File: config.mk
export PLATFORM = sky130hd
export DESIGN_NAME = ex_stage
export DESIGN_NICKNAME = d
export VERILOG_FILES = /design/src/source/ex_pkg.sv /design/src/source/ex_fu_if.sv /design/src/source/ex_alu.sv /design/src/source/ex_div.sv /design/src/source/ex_mult.sv /design/src/source/ex_stage.sv
export VERILOG_INCLUDE_DIRS = /design/src /design/src/source
export SDC_FILE = /design/constraint.sdc
export NUM_CORES = 2
export LEC_CHECK = 0
export BUFFER_PORTS_ARGS = -buffer_cell sky130_fd_sc_hd__buf_2
export CORE_MARGIN = 8
export CORE_UTILIZATION = 44
export CTS_BUF_LIST = sky130_fd_sc_hd__clkbuf_16
export DETAILED_ROUTE_END_ITERATION = 10
export GPL_ROUTABILITY_DRIVEN = 0
export SLEW_MARGIN = 30
export SYNTH_ARGS = -nofsm -noshare
export SYNTH_HDL_FRONTEND = slang
export SYNTH_SLANG_ARGS = --single-unit
File: constraint.sdc
create_clock -name clk -period 33.1 [get_ports clk]
set_clock_uncertainty 0.2 [all_clocks]
set_input_delay 6.62 -clock clk [delete_from_list [all_inputs] [get_ports clk]]
set_output_delay 6.62 -clock clk [all_outputs]
set_load 0.02 [all_outputs]
File: src/source/ex_consts.svh
// Execute stage constants
// Data width, register address width and divider iteration count

`ifndef EX_CONSTS_SVH
`define EX_CONSTS_SVH

// Integer data path width
`define EX_XLEN 32

// Register file address width
`define EX_REG_AW 5

// One quotient bit per divider iteration
`define EX_DIV_STEPS `EX_XLEN

`endif

File: src/source/ex_pkg.sv
// Execute stage package
// Operator enums for ALU, multiplier and divider
// Write port result select type

package ex_pkg;

  // ALU operators, shared adder for arithmetic and compares
  typedef enum logic [3:0] {
    ALU_ADD  = 4'd0,
    ALU_SUB  = 4'd1,
    ALU_AND  = 4'd2,
    ALU_OR   = 4'd3,
    ALU_XOR  = 4'd4,
    ALU_SLL  = 4'd5,
    ALU_SRL  = 4'd6,
    ALU_SRA  = 4'd7,
    ALU_SLT  = 4'd8,
    ALU_SLTU = 4'd9,
    // Branch comparisons
    ALU_EQ   = 4'd10,
    ALU_NE   = 4'd11,
    ALU_LT   = 4'd12,
    ALU_GE   = 4'd13,
    ALU_LTU  = 4'd14,
    ALU_GEU  = 4'd15
  } alu_op_e;

  // Multiplier operators, MUL is the low word, the rest the high word
  typedef enum logic [1:0] {
    OP_MUL    = 2'd0,
    OP_MULH   = 2'd1,
    OP_MULHU  = 2'd2,
    OP_MULHSU = 2'd3
  } mul_op_e;

  // Divider operators
  typedef enum logic [1:0] {
    OP_DIV  = 2'd0,
    OP_DIVU = 2'd1,
    OP_REM  = 2'd2,
    OP_REMU = 2'd3
  } div_op_e;

  // Source of the write port data
  typedef enum logic [1:0] {
    RES_ALU = 2'd0,
    RES_MUL = 2'd1,
    RES_DIV = 2'd2
  } res_sel_e;

endpackage

File: src/source/ex_fu_if.sv
// Functional unit interface
// Request, operator, operands and result handshake of one multi-cycle unit
// Modports for the stage side and the unit side

`include "ex_consts.svh"

interface ex_fu_if #(
  parameter type op_t = logic [1:0]
);

  // Stage side, held stable from start to result handshake
  logic                req;
  op_t                 op;
  logic [`EX_XLEN-1:0] operand_a;
  logic [`EX_XLEN-1:0] operand_b;
  logic                res_ready;

  // Unit side, result held until res_ready
  logic                res_valid;
  logic [`EX_XLEN-1:0] result;

  modport stage (
    output req,
    output op,
    output operand_a,
    output operand_b,
    output res_ready,
    input  res_valid,
    input  result
  );

  modport unit (
    input  req,
    input  op,
    input  operand_a,
    input  operand_b,
    input  res_ready,
    output res_valid,
    output result
  );

endinterface

File: src/source/ex_alu.sv
// Single-cycle ALU
// Shared adder for add, sub, set-less-than and branch compares
// Logic operations and barrel shifts

`include "ex_consts.svh"

module ex_alu (
  input  ex_pkg::alu_op_e      alu_op_i,
  input  logic [`EX_XLEN-1:0]  operand_a_i,
  input  logic [`EX_XLEN-1:0]  operand_b_i,
  output logic [`EX_XLEN-1:0]  result_o,
  output logic                 cmp_result_o
);
  import ex_pkg::*;

  localparam int XLEN = `EX_XLEN;
  localparam int SHW  = $clog2(`EX_XLEN);

  logic            is_sub;
  logic            is_signed;
  logic [XLEN:0]   add_a;
  logic [XLEN:0]   add_b;
  logic [XLEN:0]   add_res;
  logic            lt;
  logic            eq;
  logic [SHW-1:0]  shamt;

  //////////////////////////////////////////////////
  // Adder and comparison
  //////////////////////////////////////////////////

  // Everything except ADD subtracts
  assign is_sub    = (alu_op_i != ALU_ADD);
  assign is_signed = (alu_op_i == ALU_SLT) || (alu_op_i == ALU_LT) ||
                     (alu_op_i == ALU_GE);

  // One extra bit, sign or zero, so the top bit of a - b is the less-than flag
  assign add_a   = {is_signed & operand_a_i[XLEN-1], operand_a_i};
  assign add_b   = {is_signed & operand_b_i[XLEN-1], operand_b_i};
  assign add_res = add_a + (is_sub ? ~add_b : add_b) + {{XLEN{1'b0}}, is_sub};

  assign lt = add_res[XLEN];
  // Difference is zero only for equal operands
  assign eq = (add_res[XLEN-1:0] == '0);

  always_comb begin
    unique case (alu_op_i)
      ALU_EQ:                     cmp_result_o = eq;
      ALU_NE:                     cmp_result_o = !eq;
      ALU_SLT, ALU_SLTU,
      ALU_LT, ALU_LTU:            cmp_result_o = lt;
      ALU_GE, ALU_GEU:            cmp_result_o = !lt;
      default:                    cmp_result_o = 1'b0;
    endcase
  end

  //////////////////////////////////////////////////
  // Result mux with shifter
  //////////////////////////////////////////////////

  // Shift amount from the low bits of operand b
  assign shamt = operand_b_i[SHW-1:0];

  always_comb begin
    unique case (alu_op_i)
      ALU_ADD, ALU_SUB: result_o = add_res[XLEN-1:0];
      ALU_AND:          result_o = operand_a_i & operand_b_i;
      ALU_OR:           result_o = operand_a_i | operand_b_i;
      ALU_XOR:          result_o = operand_a_i ^ operand_b_i;
      ALU_SLL:          result_o = operand_a_i << shamt;
      ALU_SRL:          result_o = operand_a_i >> shamt;
      // Arithmetic shift keeps the sign
      ALU_SRA:          result_o = $unsigned($signed(operand_a_i) >>> shamt);
      // Compares give the flag zero-extended
      default:          result_o = {{(XLEN-1){1'b0}}, cmp_result_o};
    endcase
  end

endmodule

File: src/source/ex_div.sv
// Iterative restoring divider
// Absolute values in, one quotient bit per cycle, sign correction at the end
// Divide-by-zero shortcut and most-negative by minus one handling
// Idle, run and done FSM with result hold

`include "ex_consts.svh"

module ex_div (
  input  logic   clk,
  input  logic   rst_n,
  ex_fu_if.unit  fu
);
  import ex_pkg::*;

  localparam int XLEN  = `EX_XLEN;
  localparam int STEPS = `EX_DIV_STEPS;
  localparam int CNT_W = $clog2(`EX_DIV_STEPS + 1);

  typedef enum logic [1:0] {
    DIV_IDLE,
    DIV_RUN,
    DIV_DONE
  } div_state_e;

  div_state_e          state_q;
  logic [CNT_W-1:0]    cnt_q;
  logic [XLEN-1:0]     rem_q;
  logic [XLEN-1:0]     quo_q;
  logic [XLEN-1:0]     dvs_q;
  logic [XLEN-1:0]     result_q;
  logic                q_neg_q;
  logic                r_neg_q;

  logic                is_signed;
  logic                want_rem;
  logic                a_neg;
  logic                b_neg;
  logic                b_zero;
  logic [XLEN-1:0]     a_abs;
  logic [XLEN-1:0]     b_abs;
  logic                load;
  logic                zero_done;
  logic                step;
  logic                finish;
  logic [XLEN:0]       shifted;
  logic [XLEN+1:0]     trial;
  logic [XLEN-1:0]     q_fix;
  logic [XLEN-1:0]     r_fix;

  //////////////////////////////////////////////////
  // Operand preparation
  //////////////////////////////////////////////////

  assign is_signed = (fu.op == OP_DIV) || (fu.op == OP_REM);
  assign want_rem  = (fu.op == OP_REM) || (fu.op == OP_REMU);

  assign a_neg  = is_signed & fu.operand_a[XLEN-1];
  assign b_neg  = is_signed & fu.operand_b[XLEN-1];
  assign b_zero = (fu.operand_b == '0);

  // Most negative value stays 2^(XLEN-1) as unsigned, which divides correctly
  assign a_abs = a_neg ? -fu.operand_a : fu.operand_a;
  assign b_abs = b_neg ? -fu.operand_b : fu.operand_b;

  // FSM events
  assign load      = (state_q == DIV_IDLE) && fu.req && !b_zero;
  assign zero_done = (state_q == DIV_IDLE) && fu.req && b_zero;
  assign step      = (state_q == DIV_RUN) && (cnt_q != CNT_W'(STEPS));
  assign finish    = (state_q == DIV_RUN) && (cnt_q == CNT_W'(STEPS));

  //////////////////////////////////////////////////
  // Shift-subtract step and sign correction
  //////////////////////////////////////////////////

  // Next dividend bit shifted into the partial remainder
  assign shifted = {rem_q, quo_q[XLEN-1]};
  assign trial   = {1'b0, shifted} - {2'b00, dvs_q};

  assign q_fix = q_neg_q ? -quo_q : quo_q;
  assign r_fix = r_neg_q ? -rem_q : rem_q;

  always_ff @(posedge clk or negedge rst_n) begin
    if (!rst_n) begin
      state_q <= DIV_IDLE;
      cnt_q   <= '0;
    end else begin
      unique case (state_q)
        DIV_IDLE: begin
          cnt_q <= '0;
          if (zero_done) begin
            state_q <= DIV_DONE;
          end else if (load) begin
            state_q <= DIV_RUN;
          end
        end
        DIV_RUN: begin
          cnt_q <= cnt_q + 1'b1;
          if (finish) begin
            state_q <= DIV_DONE;
          end
        end
        DIV_DONE: begin
          if (fu.res_ready) begin
            state_q <= DIV_IDLE;
          end
        end
        default: state_q <= DIV_IDLE;
      endcase
    end
  end

  always_ff @(posedge clk) begin
    if (load) begin
      rem_q   <= '0;
      quo_q   <= a_abs;
      dvs_q   <= b_abs;
      q_neg_q <= a_neg ^ b_neg;
      // Remainder takes the sign of the dividend
      r_neg_q <= a_neg;
    end
    if (step) begin
      // Restore on a negative trial, keep the difference otherwise
      rem_q <= trial[XLEN+1] ? shifted[XLEN-1:0] : trial[XLEN-1:0];
      quo_q <= {quo_q[XLEN-2:0], !trial[XLEN+1]};
    end
    // Zero divisor gives all ones or the dividend
    if (zero_done) begin
      result_q <= want_rem ? fu.operand_a : '1;
    end else if (finish) begin
      result_q <= want_rem ? r_fix : q_fix;
    end
  end

  assign fu.res_valid = (state_q == DIV_DONE);
  assign fu.result    = result_q;

endmodule

File: src/source/ex_mult.sv
// Two-cycle 32x32 multiplier
// Stage one registers four 16x16 partial products
// Stage two sums them and picks the low or high word
// Result held until accepted

`include "ex_consts.svh"

module ex_mult (
  input  logic   clk,
  input  logic   rst_n,
  ex_fu_if.unit  fu
);
  import ex_pkg::*;

  localparam int XLEN = `EX_XLEN;
  localparam int HW   = `EX_XLEN / 2;

  logic                    a_signed;
  logic                    b_signed;
  logic signed [HW:0]      a_hi;
  logic signed [HW:0]      a_lo;
  logic signed [HW:0]      b_hi;
  logic signed [HW:0]      b_lo;
  logic signed [2*HW+1:0]  pp_ll;
  logic signed [2*HW+1:0]  pp_lh;
  logic signed [2*HW+1:0]  pp_hl;
  logic signed [2*HW+1:0]  pp_hh;
  logic signed [2*XLEN-1:0] product;
  logic                    start;
  logic                    pp_valid_q;
  logic                    res_valid_q;
  logic [XLEN-1:0]         result_q;

  // Operand signedness per operator
  assign a_signed = (fu.op == OP_MULH) || (fu.op == OP_MULHSU);
  assign b_signed = (fu.op == OP_MULH);

  // Upper halves carry the sign, lower halves are always positive
  assign a_hi = {a_signed & fu.operand_a[XLEN-1], fu.operand_a[XLEN-1:HW]};
  assign a_lo = {1'b0, fu.operand_a[HW-1:0]};
  assign b_hi = {b_signed & fu.operand_b[XLEN-1], fu.operand_b[XLEN-1:HW]};
  assign b_lo = {1'b0, fu.operand_b[HW-1:0]};

  // Only start when both stages are empty
  assign start = fu.req && !pp_valid_q && !res_valid_q;

  // Weighted sum of the partial products, signed throughout
  assign product = pp_ll + (pp_lh <<< HW) + (pp_hl <<< HW) + (pp_hh <<< (2 * HW));

  always_ff @(posedge clk or negedge rst_n) begin
    if (!rst_n) begin
      pp_valid_q  <= 1'b0;
      res_valid_q <= 1'b0;
    end else begin
      pp_valid_q <= start;
      // Hold flag set by stage two, cleared by the result handshake
      if (pp_valid_q) begin
        res_valid_q <= 1'b1;
      end else if (res_valid_q && fu.res_ready) begin
        res_valid_q <= 1'b0;
      end
    end
  end

  always_ff @(posedge clk) begin
    if (start) begin
      pp_ll <= a_lo * b_lo;
      pp_lh <= a_lo * b_hi;
      pp_hl <= a_hi * b_lo;
      pp_hh <= a_hi * b_hi;
    end
    if (pp_valid_q) begin
      result_q <= (fu.op == OP_MUL) ? product[XLEN-1:0] : product[2*XLEN-1:XLEN];
    end
  end

  assign fu.res_valid = res_valid_q;
  assign fu.result    = result_q;

endmodule

File: src/source/ex_stage.sv
// Execute stage top level
// ALU, multiplier and divider instances
// Result select, stage ready/valid flow control
// EX/WB pipeline register

`include "ex_consts.svh"

module ex_stage (
  input  logic                   clk,
  input  logic                   rst_n,

  // ID side
  input  logic                   id_valid_i,
  input  logic                   alu_en_i,
  input  logic                   mul_en_i,
  input  logic                   div_en_i,
  input  ex_pkg::alu_op_e        alu_op_i,
  input  ex_pkg::mul_op_e        mul_op_i,
  input  ex_pkg::div_op_e        div_op_i,
  input  logic [`EX_XLEN-1:0]    operand_a_i,
  input  logic [`EX_XLEN-1:0]    operand_b_i,
  input  logic                   rf_we_i,
  input  logic [`EX_REG_AW-1:0]  rf_waddr_i,
  output logic                   ex_ready_o,

  // WB side
  input  logic                   wb_ready_i,
  output logic                   wb_valid_o,
  output logic                   wb_rf_we_o,
  output logic [`EX_REG_AW-1:0]  wb_rf_waddr_o,
  output logic [`EX_XLEN-1:0]    wb_rf_wdata_o,
  output logic                   wb_branch_taken_o
);
  import ex_pkg::*;

  res_sel_e              res_sel;
  logic [`EX_XLEN-1:0]   alu_result;
  logic                  alu_cmp;
  logic [`EX_XLEN-1:0]   res_data;
  logic                  unit_done;
  logic                  ex_valid;
  logic                  ex_fire;
  logic                  branch_op;
  logic                  branch_taken;

  ex_fu_if #(.op_t(mul_op_e)) mul_if ();
  ex_fu_if #(.op_t(div_op_e)) div_if ();

  //////////////////////////////////////////////////
  // Functional units
  //////////////////////////////////////////////////

  ex_alu u_alu (
    .alu_op_i     (alu_op_i),
    .operand_a_i  (operand_a_i),
    .operand_b_i  (operand_b_i),
    .result_o     (alu_result),
    .cmp_result_o (alu_cmp)
  );

  // Requests only while ID offers a valid instruction for the unit
  assign mul_if.req       = id_valid_i && mul_en_i;
  assign mul_if.op        = mul_op_i;
  assign mul_if.operand_a = operand_a_i;
  assign mul_if.operand_b = operand_b_i;
  assign mul_if.res_ready = wb_ready_i;

  assign div_if.req       = id_valid_i && div_en_i;
  assign div_if.op        = div_op_i;
  assign div_if.operand_a = operand_a_i;
  assign div_if.operand_b = operand_b_i;
  assign div_if.res_ready = wb_ready_i;

  ex_mult u_mult (
    .clk   (clk),
    .rst_n (rst_n),
    .fu    (mul_if.unit)
  );

  ex_div u_div (
    .clk   (clk),
    .rst_n (rst_n),
    .fu    (div_if.unit)
  );

  //////////////////////////////////////////////////
  // Result select and flow control
  //////////////////////////////////////////////////

  // One enable per instruction, ALU as fallback
  always_comb begin
    if (alu_en_i) begin
      res_sel = RES_ALU;
    end else if (mul_en_i) begin
      res_sel = RES_MUL;
    end else if (div_en_i) begin
      res_sel = RES_DIV;
    end else begin
      res_sel = RES_ALU;
    end
  end

  always_comb begin
    unique case (res_sel)
      RES_MUL: begin
        res_data  = mul_if.result;
        unit_done = mul_if.res_valid;
      end
      RES_DIV: begin
        res_data  = div_if.result;
        unit_done = div_if.res_valid;
      end
      // ALU result is valid in the same cycle
      default: begin
        res_data  = alu_result;
        unit_done = 1'b1;
      end
    endcase
  end

  assign ex_valid   = id_valid_i && unit_done;
  assign ex_ready_o = !id_valid_i || (unit_done && wb_ready_i);
  // Instruction leaves EX into the EX/WB register
  assign ex_fire    = ex_valid && wb_ready_i;

  // Taken flag only for the six branch compares
  assign branch_op = (alu_op_i == ALU_EQ) || (alu_op_i == ALU_NE) ||
                     (alu_op_i == ALU_LT) || (alu_op_i == ALU_GE) ||
                     (alu_op_i == ALU_LTU) || (alu_op_i == ALU_GEU);
  assign branch_taken = alu_en_i && branch_op && alu_cmp;

  //////////////////////////////////////////////////
  // EX/WB register
  //////////////////////////////////////////////////

  always_ff @(posedge clk or negedge rst_n) begin
    if (!rst_n) begin
      wb_valid_o <= 1'b0;
      wb_rf_we_o <= 1'b0;
    end else if (ex_fire) begin
      wb_valid_o <= 1'b1;
      wb_rf_we_o <= rf_we_i;
    end else if (wb_ready_i) begin
      // Bubble when WB takes and nothing completes
      wb_valid_o <= 1'b0;
      wb_rf_we_o <= 1'b0;
    end
  end

  always_ff @(posedge clk) begin
    if (ex_fire) begin
      wb_rf_waddr_o     <= rf_waddr_i;
      wb_rf_wdata_o     <= res_data;
      wb_branch_taken_o <= branch_taken;
    end
  end

endmodule
==> reports/qor_table.md <==
| Stage | Metric | Value |
|:---|:---|:---|
| outcome | Result of the run | complete, no violations |
| grt | Total routing usage reported by global routing | 30.3% |
| grt | Wire length of the first global-routing pass | 358,000 um |
| timing | Final Hold Fails | 0 |
| grt | Initial antenna violation count | 27 |
| timing | Final slew viol count | 0 |
| logic synthesis | Portion of the post-synthesis area used by sequential elements | 15.8% |
| detailed routing | Count of TritonRoute iterations in the first routing pass | 8 |
| clocking | Max Root-Sink Buffers | 3 |
| logic synthesis | Share of flip-flops with an asynchronous set or reset | 3.49% |
| logic synthesis | Synthesized flop and latch total | 344 |
| grt | Largest net degree at the start of global routing | 134 |
| floorplan | Die H | 400 um |
| timing | Min cycle time layout | 14,800 ps |
| detailed routing | Total number of vias | 54,880 |
| clocking | Total of hold buffers inserted after clock tree synthesis | 0 |
| grt | Number of global-route vias before repair | 54,697 |
| detailed routing | Ratio of routed vias to standard cells | 5.90 |
| timing | Highest clock rate | 67.6 MHz |
| logic synthesis | Post-synthesis net count | 9,085 |
| floorplan | Die X-Extent | 400 um |
| logic synthesis | Instance count of the mapped netlist | 7,398 |
| clocking | Register clock-pin slew on the reported worst setup and hold paths | 60 ps |
| detailed routing | DRC viols | 0 |
| clocking | # clock sinks | 344 |
| timing | Crit share post-route | 44.7% |
| detailed routing | Wire per inst | 26.4 um |
| cells and area | Final Net Count | 9,015 |
| clocking | Total setup buffers inserted after CTS | 0 |
| logic synthesis | Library cells used by synthesis | 88 |
| logic synthesis | Warning count from the yosys run | 0 |
| setup path | Biggest fanout along the worst timing path | 34 |
| clocking | Root buffer cell | sky130_fd_sc_hd__clkbuf_16 |
| detailed routing | DR iter-0 viols | 6,514 |
| cells and area | Most common cell after layout, fill and taps aside | sky130_fd_sc_hd__inv_1 |
| floorplan | Die outline area | 160,000 um^2 |
| detailed routing | Total wire length after detailed routing | 246,000 um |
| clocking | Cts bufs inserted | 44 |
| logic synthesis | Synth Area per Inst | 8.77 um^2 |
| clocking | H-tree Lvls | 2 |
| floorplan | Starting Density | 44.1% |
| cells and area | Share of cells above drive strength 1 | 5.35% |
| run | Number of violations of the max-capacitance limit | 0 |
| detailed routing | Routed Antenna Nets | 0 |
| floorplan | Std-Cell Core Area | 147,000 um^2 |
| logic synthesis | Post-synth EDFFs | 332 |
| setup path | Data arrival time at the worst-slack endpoint | 7980 ps |
| floorplan | Number of top-level pins | 126 |
| worst hold path | Hold/Removal Path Class | reg -> reg |
| floorplan | Standard-cell row count | 141 |
| place | Count of port buffers added during placement | 125 |
| clocking | Resize count post-CTS | 0 |
| logic synthesis | Post-synthesis instance area | 64,900 um^2 |
| timing | Setup TNS | 0 ps |
| setup path | Critical Path Start Type | input pin |
| timing | Count of endpoints failing setup in the final report | 0 |
| timing | Worst slew slack as a fraction of its limit | 25.7% |
| logic synthesis | Most used flip-flop cell after synthesis | sky130_fd_sc_hd__edfxtp_1 |
| setup path | Type of destination of the critical path | output port |
| cells and area | Most used cells in the layout excluding fill and tap cells | sky130_fd_sc_hd__inv_1 (1,321), sky130_fd_sc_hd__fa_1 (984), sky130_fd_sc_hd__nand2_1 (907) |
| setup path | Crit path kind | in -> out |
| clocking | Clock tree from TritonCTS | built |
| timing | Unrepaired setup endpoints after global routing | false |
| place | Dpl hpwl | 186,000 um |
| cells and area | Area Overhead vs Synth | 6.56% |
| timing | Worst Tran Pin Value | 1110 ps |
| clocking | Clock latency of the later-clocked register in the worst-skew pair | 660 ps |
| setup path | Data required, critical path | 26,280 ps |
| grt | Total global routing overflow | 0 |
==> layout make-up <==
type	instances	area, um^2
antenna	16	40.0
clock buffer	44	1100
clock inverter	35	303
fill	14262	78000
inverter	1345	5050
multi-input combinational	5329	48200
sequential	344	10300
tap	1930	2410
timing repair buffer	264	1760
==> metrics by stage <==
step           setup slack [ps]  instances  hold slack (ps)  area (um^2)  util, %
6_report                  18300       9307              295        69200     47.0
5_1_grt                   18230       9293              326        69100     47.0
4_1_cts                   18300       9289              298        69100     46.9
3_5_place_dp              18310       9210              285        67700     46.0
3_3_place_gp              18350       9207              266        67600     45.9
2_1_floorplan             16260       7398              275        64900        -
==> critical path: stages <==
cell and delay (ps):
sky130_fd_sc_hd__buf_2 120, sky130_fd_sc_hd__nor2b_2 140, sky130_fd_sc_hd__buf_4 420, sky130_fd_sc_hd__nor3b_1 100, sky130_fd_sc_hd__a211o_1 300, sky130_fd_sc_hd__nand2_1 70, sky130_fd_sc_hd__nand2_1 50, sky130_fd_sc_hd__buf_2 160
==> cell usage after synthesis (all sizes together) (8+ instances only) <==
library cell | n | area [um^2]
mux2i | 102 | 1020
a211oi | 48 | 365
a221o | 13 | 130
nor2b | 34 | 213
o211ai | 26 | 195
a31oi | 38 | 238
ha | 618 | 7730
or2 | 9 | 56.3
a211o | 17 | 149
mux2 | 8 | 90.1
clkbuf | 275 | 1030
fa | 984 | 19700
inv | 1323 | 4970
xor2 | 115 | 1010
o22ai | 14 | 87.6
a21boi | 10 | 75.1
nand2 | 907 | 3400
o21ai | 338 | 1690
xnor2 | 267 | 2340
and3 | 45 | 282
a21oi | 252 | 1260
or3 | 36 | 245
o2111ai | 12 | 105
nor2 | 771 | 2890
o21bai | 32 | 240
and2 | 18 | 113
a22oi | 54 | 410
nor3 | 68 | 340
o41ai | 13 | 121
buf | 105 | 395
o31ai | 41 | 322
clkinv | 22 | 82.6
o21a | 46 | 345
dfrtp | 12 | 300
or4 | 17 | 148
nand2b | 39 | 244
edfxtp | 332 | 9970
a221oi | 24 | 210
nor4 | 22 | 138
nand4 | 25 | 156
a21o | 90 | 676
nand3 | 66 | 330
==> registers in the layout, indices dropped and copies added (netlist names), 2 cells and up <==
signal            flops
wb_rf_wdata_o        32
u_div.state_q         2
u_mult.pp_lh         34
wb_rf_waddr_o         5
u_mult.fu.result     32
u_mult.pp_ll         32
u_div.quo_q          32
u_mult.pp_hl         34
u_mult.pp_hh         32
u_div.fu.result      32
u_div.dvs_q          32
u_div.cnt_q           6
u_div.rem_q          32
==> final timing paths <==
path	from	depth (start not counted)	end	slack [ps]
worst max-delay path	mul_en_i	8	ex_ready_o	18300
worst min-delay path	wb_valid_o	1	wb_valid_o	290
worst max register to register	u_mult.pp_ll[17]	26	u_mult.fu.result[30]	24820
worst min register to register	wb_valid_o	1	wb_valid_o	290
max in group asynchronous	rst_n	1	u_mult.pp_valid_q	26810
min in group asynchronous	rst_n	1	u_div.cnt_q[3]	5660
==> per-layer routing <==
layer	vias to the layer above	GRT usage [%]	part of all wire, %
li1	23630	-	-
met1	27264	39.5	38
met2	3226	44.3	42
met3	750	9.90	13
met4	10	17.3	7.0
met5	-	0	0.029
==> cell families (layout without fill, tap and decap cells) <==
family,Yosys count,after routing,share of synthesized area [%]
compound gates,1151,1151,11.4
xor+xnor,382,382,5.16
fa+ha+maj,1602,1602,42.3
buf+inv,1725,1688,9.98
flops,344,344,15.8
mux,116,116,1.92
other cells,0,16,0
simple gates,2078,2078,13.5
Power is left out: the tool's default activity adds up to more than one toggle a clock period on the data nets, which glitch-free logic cannot reach.
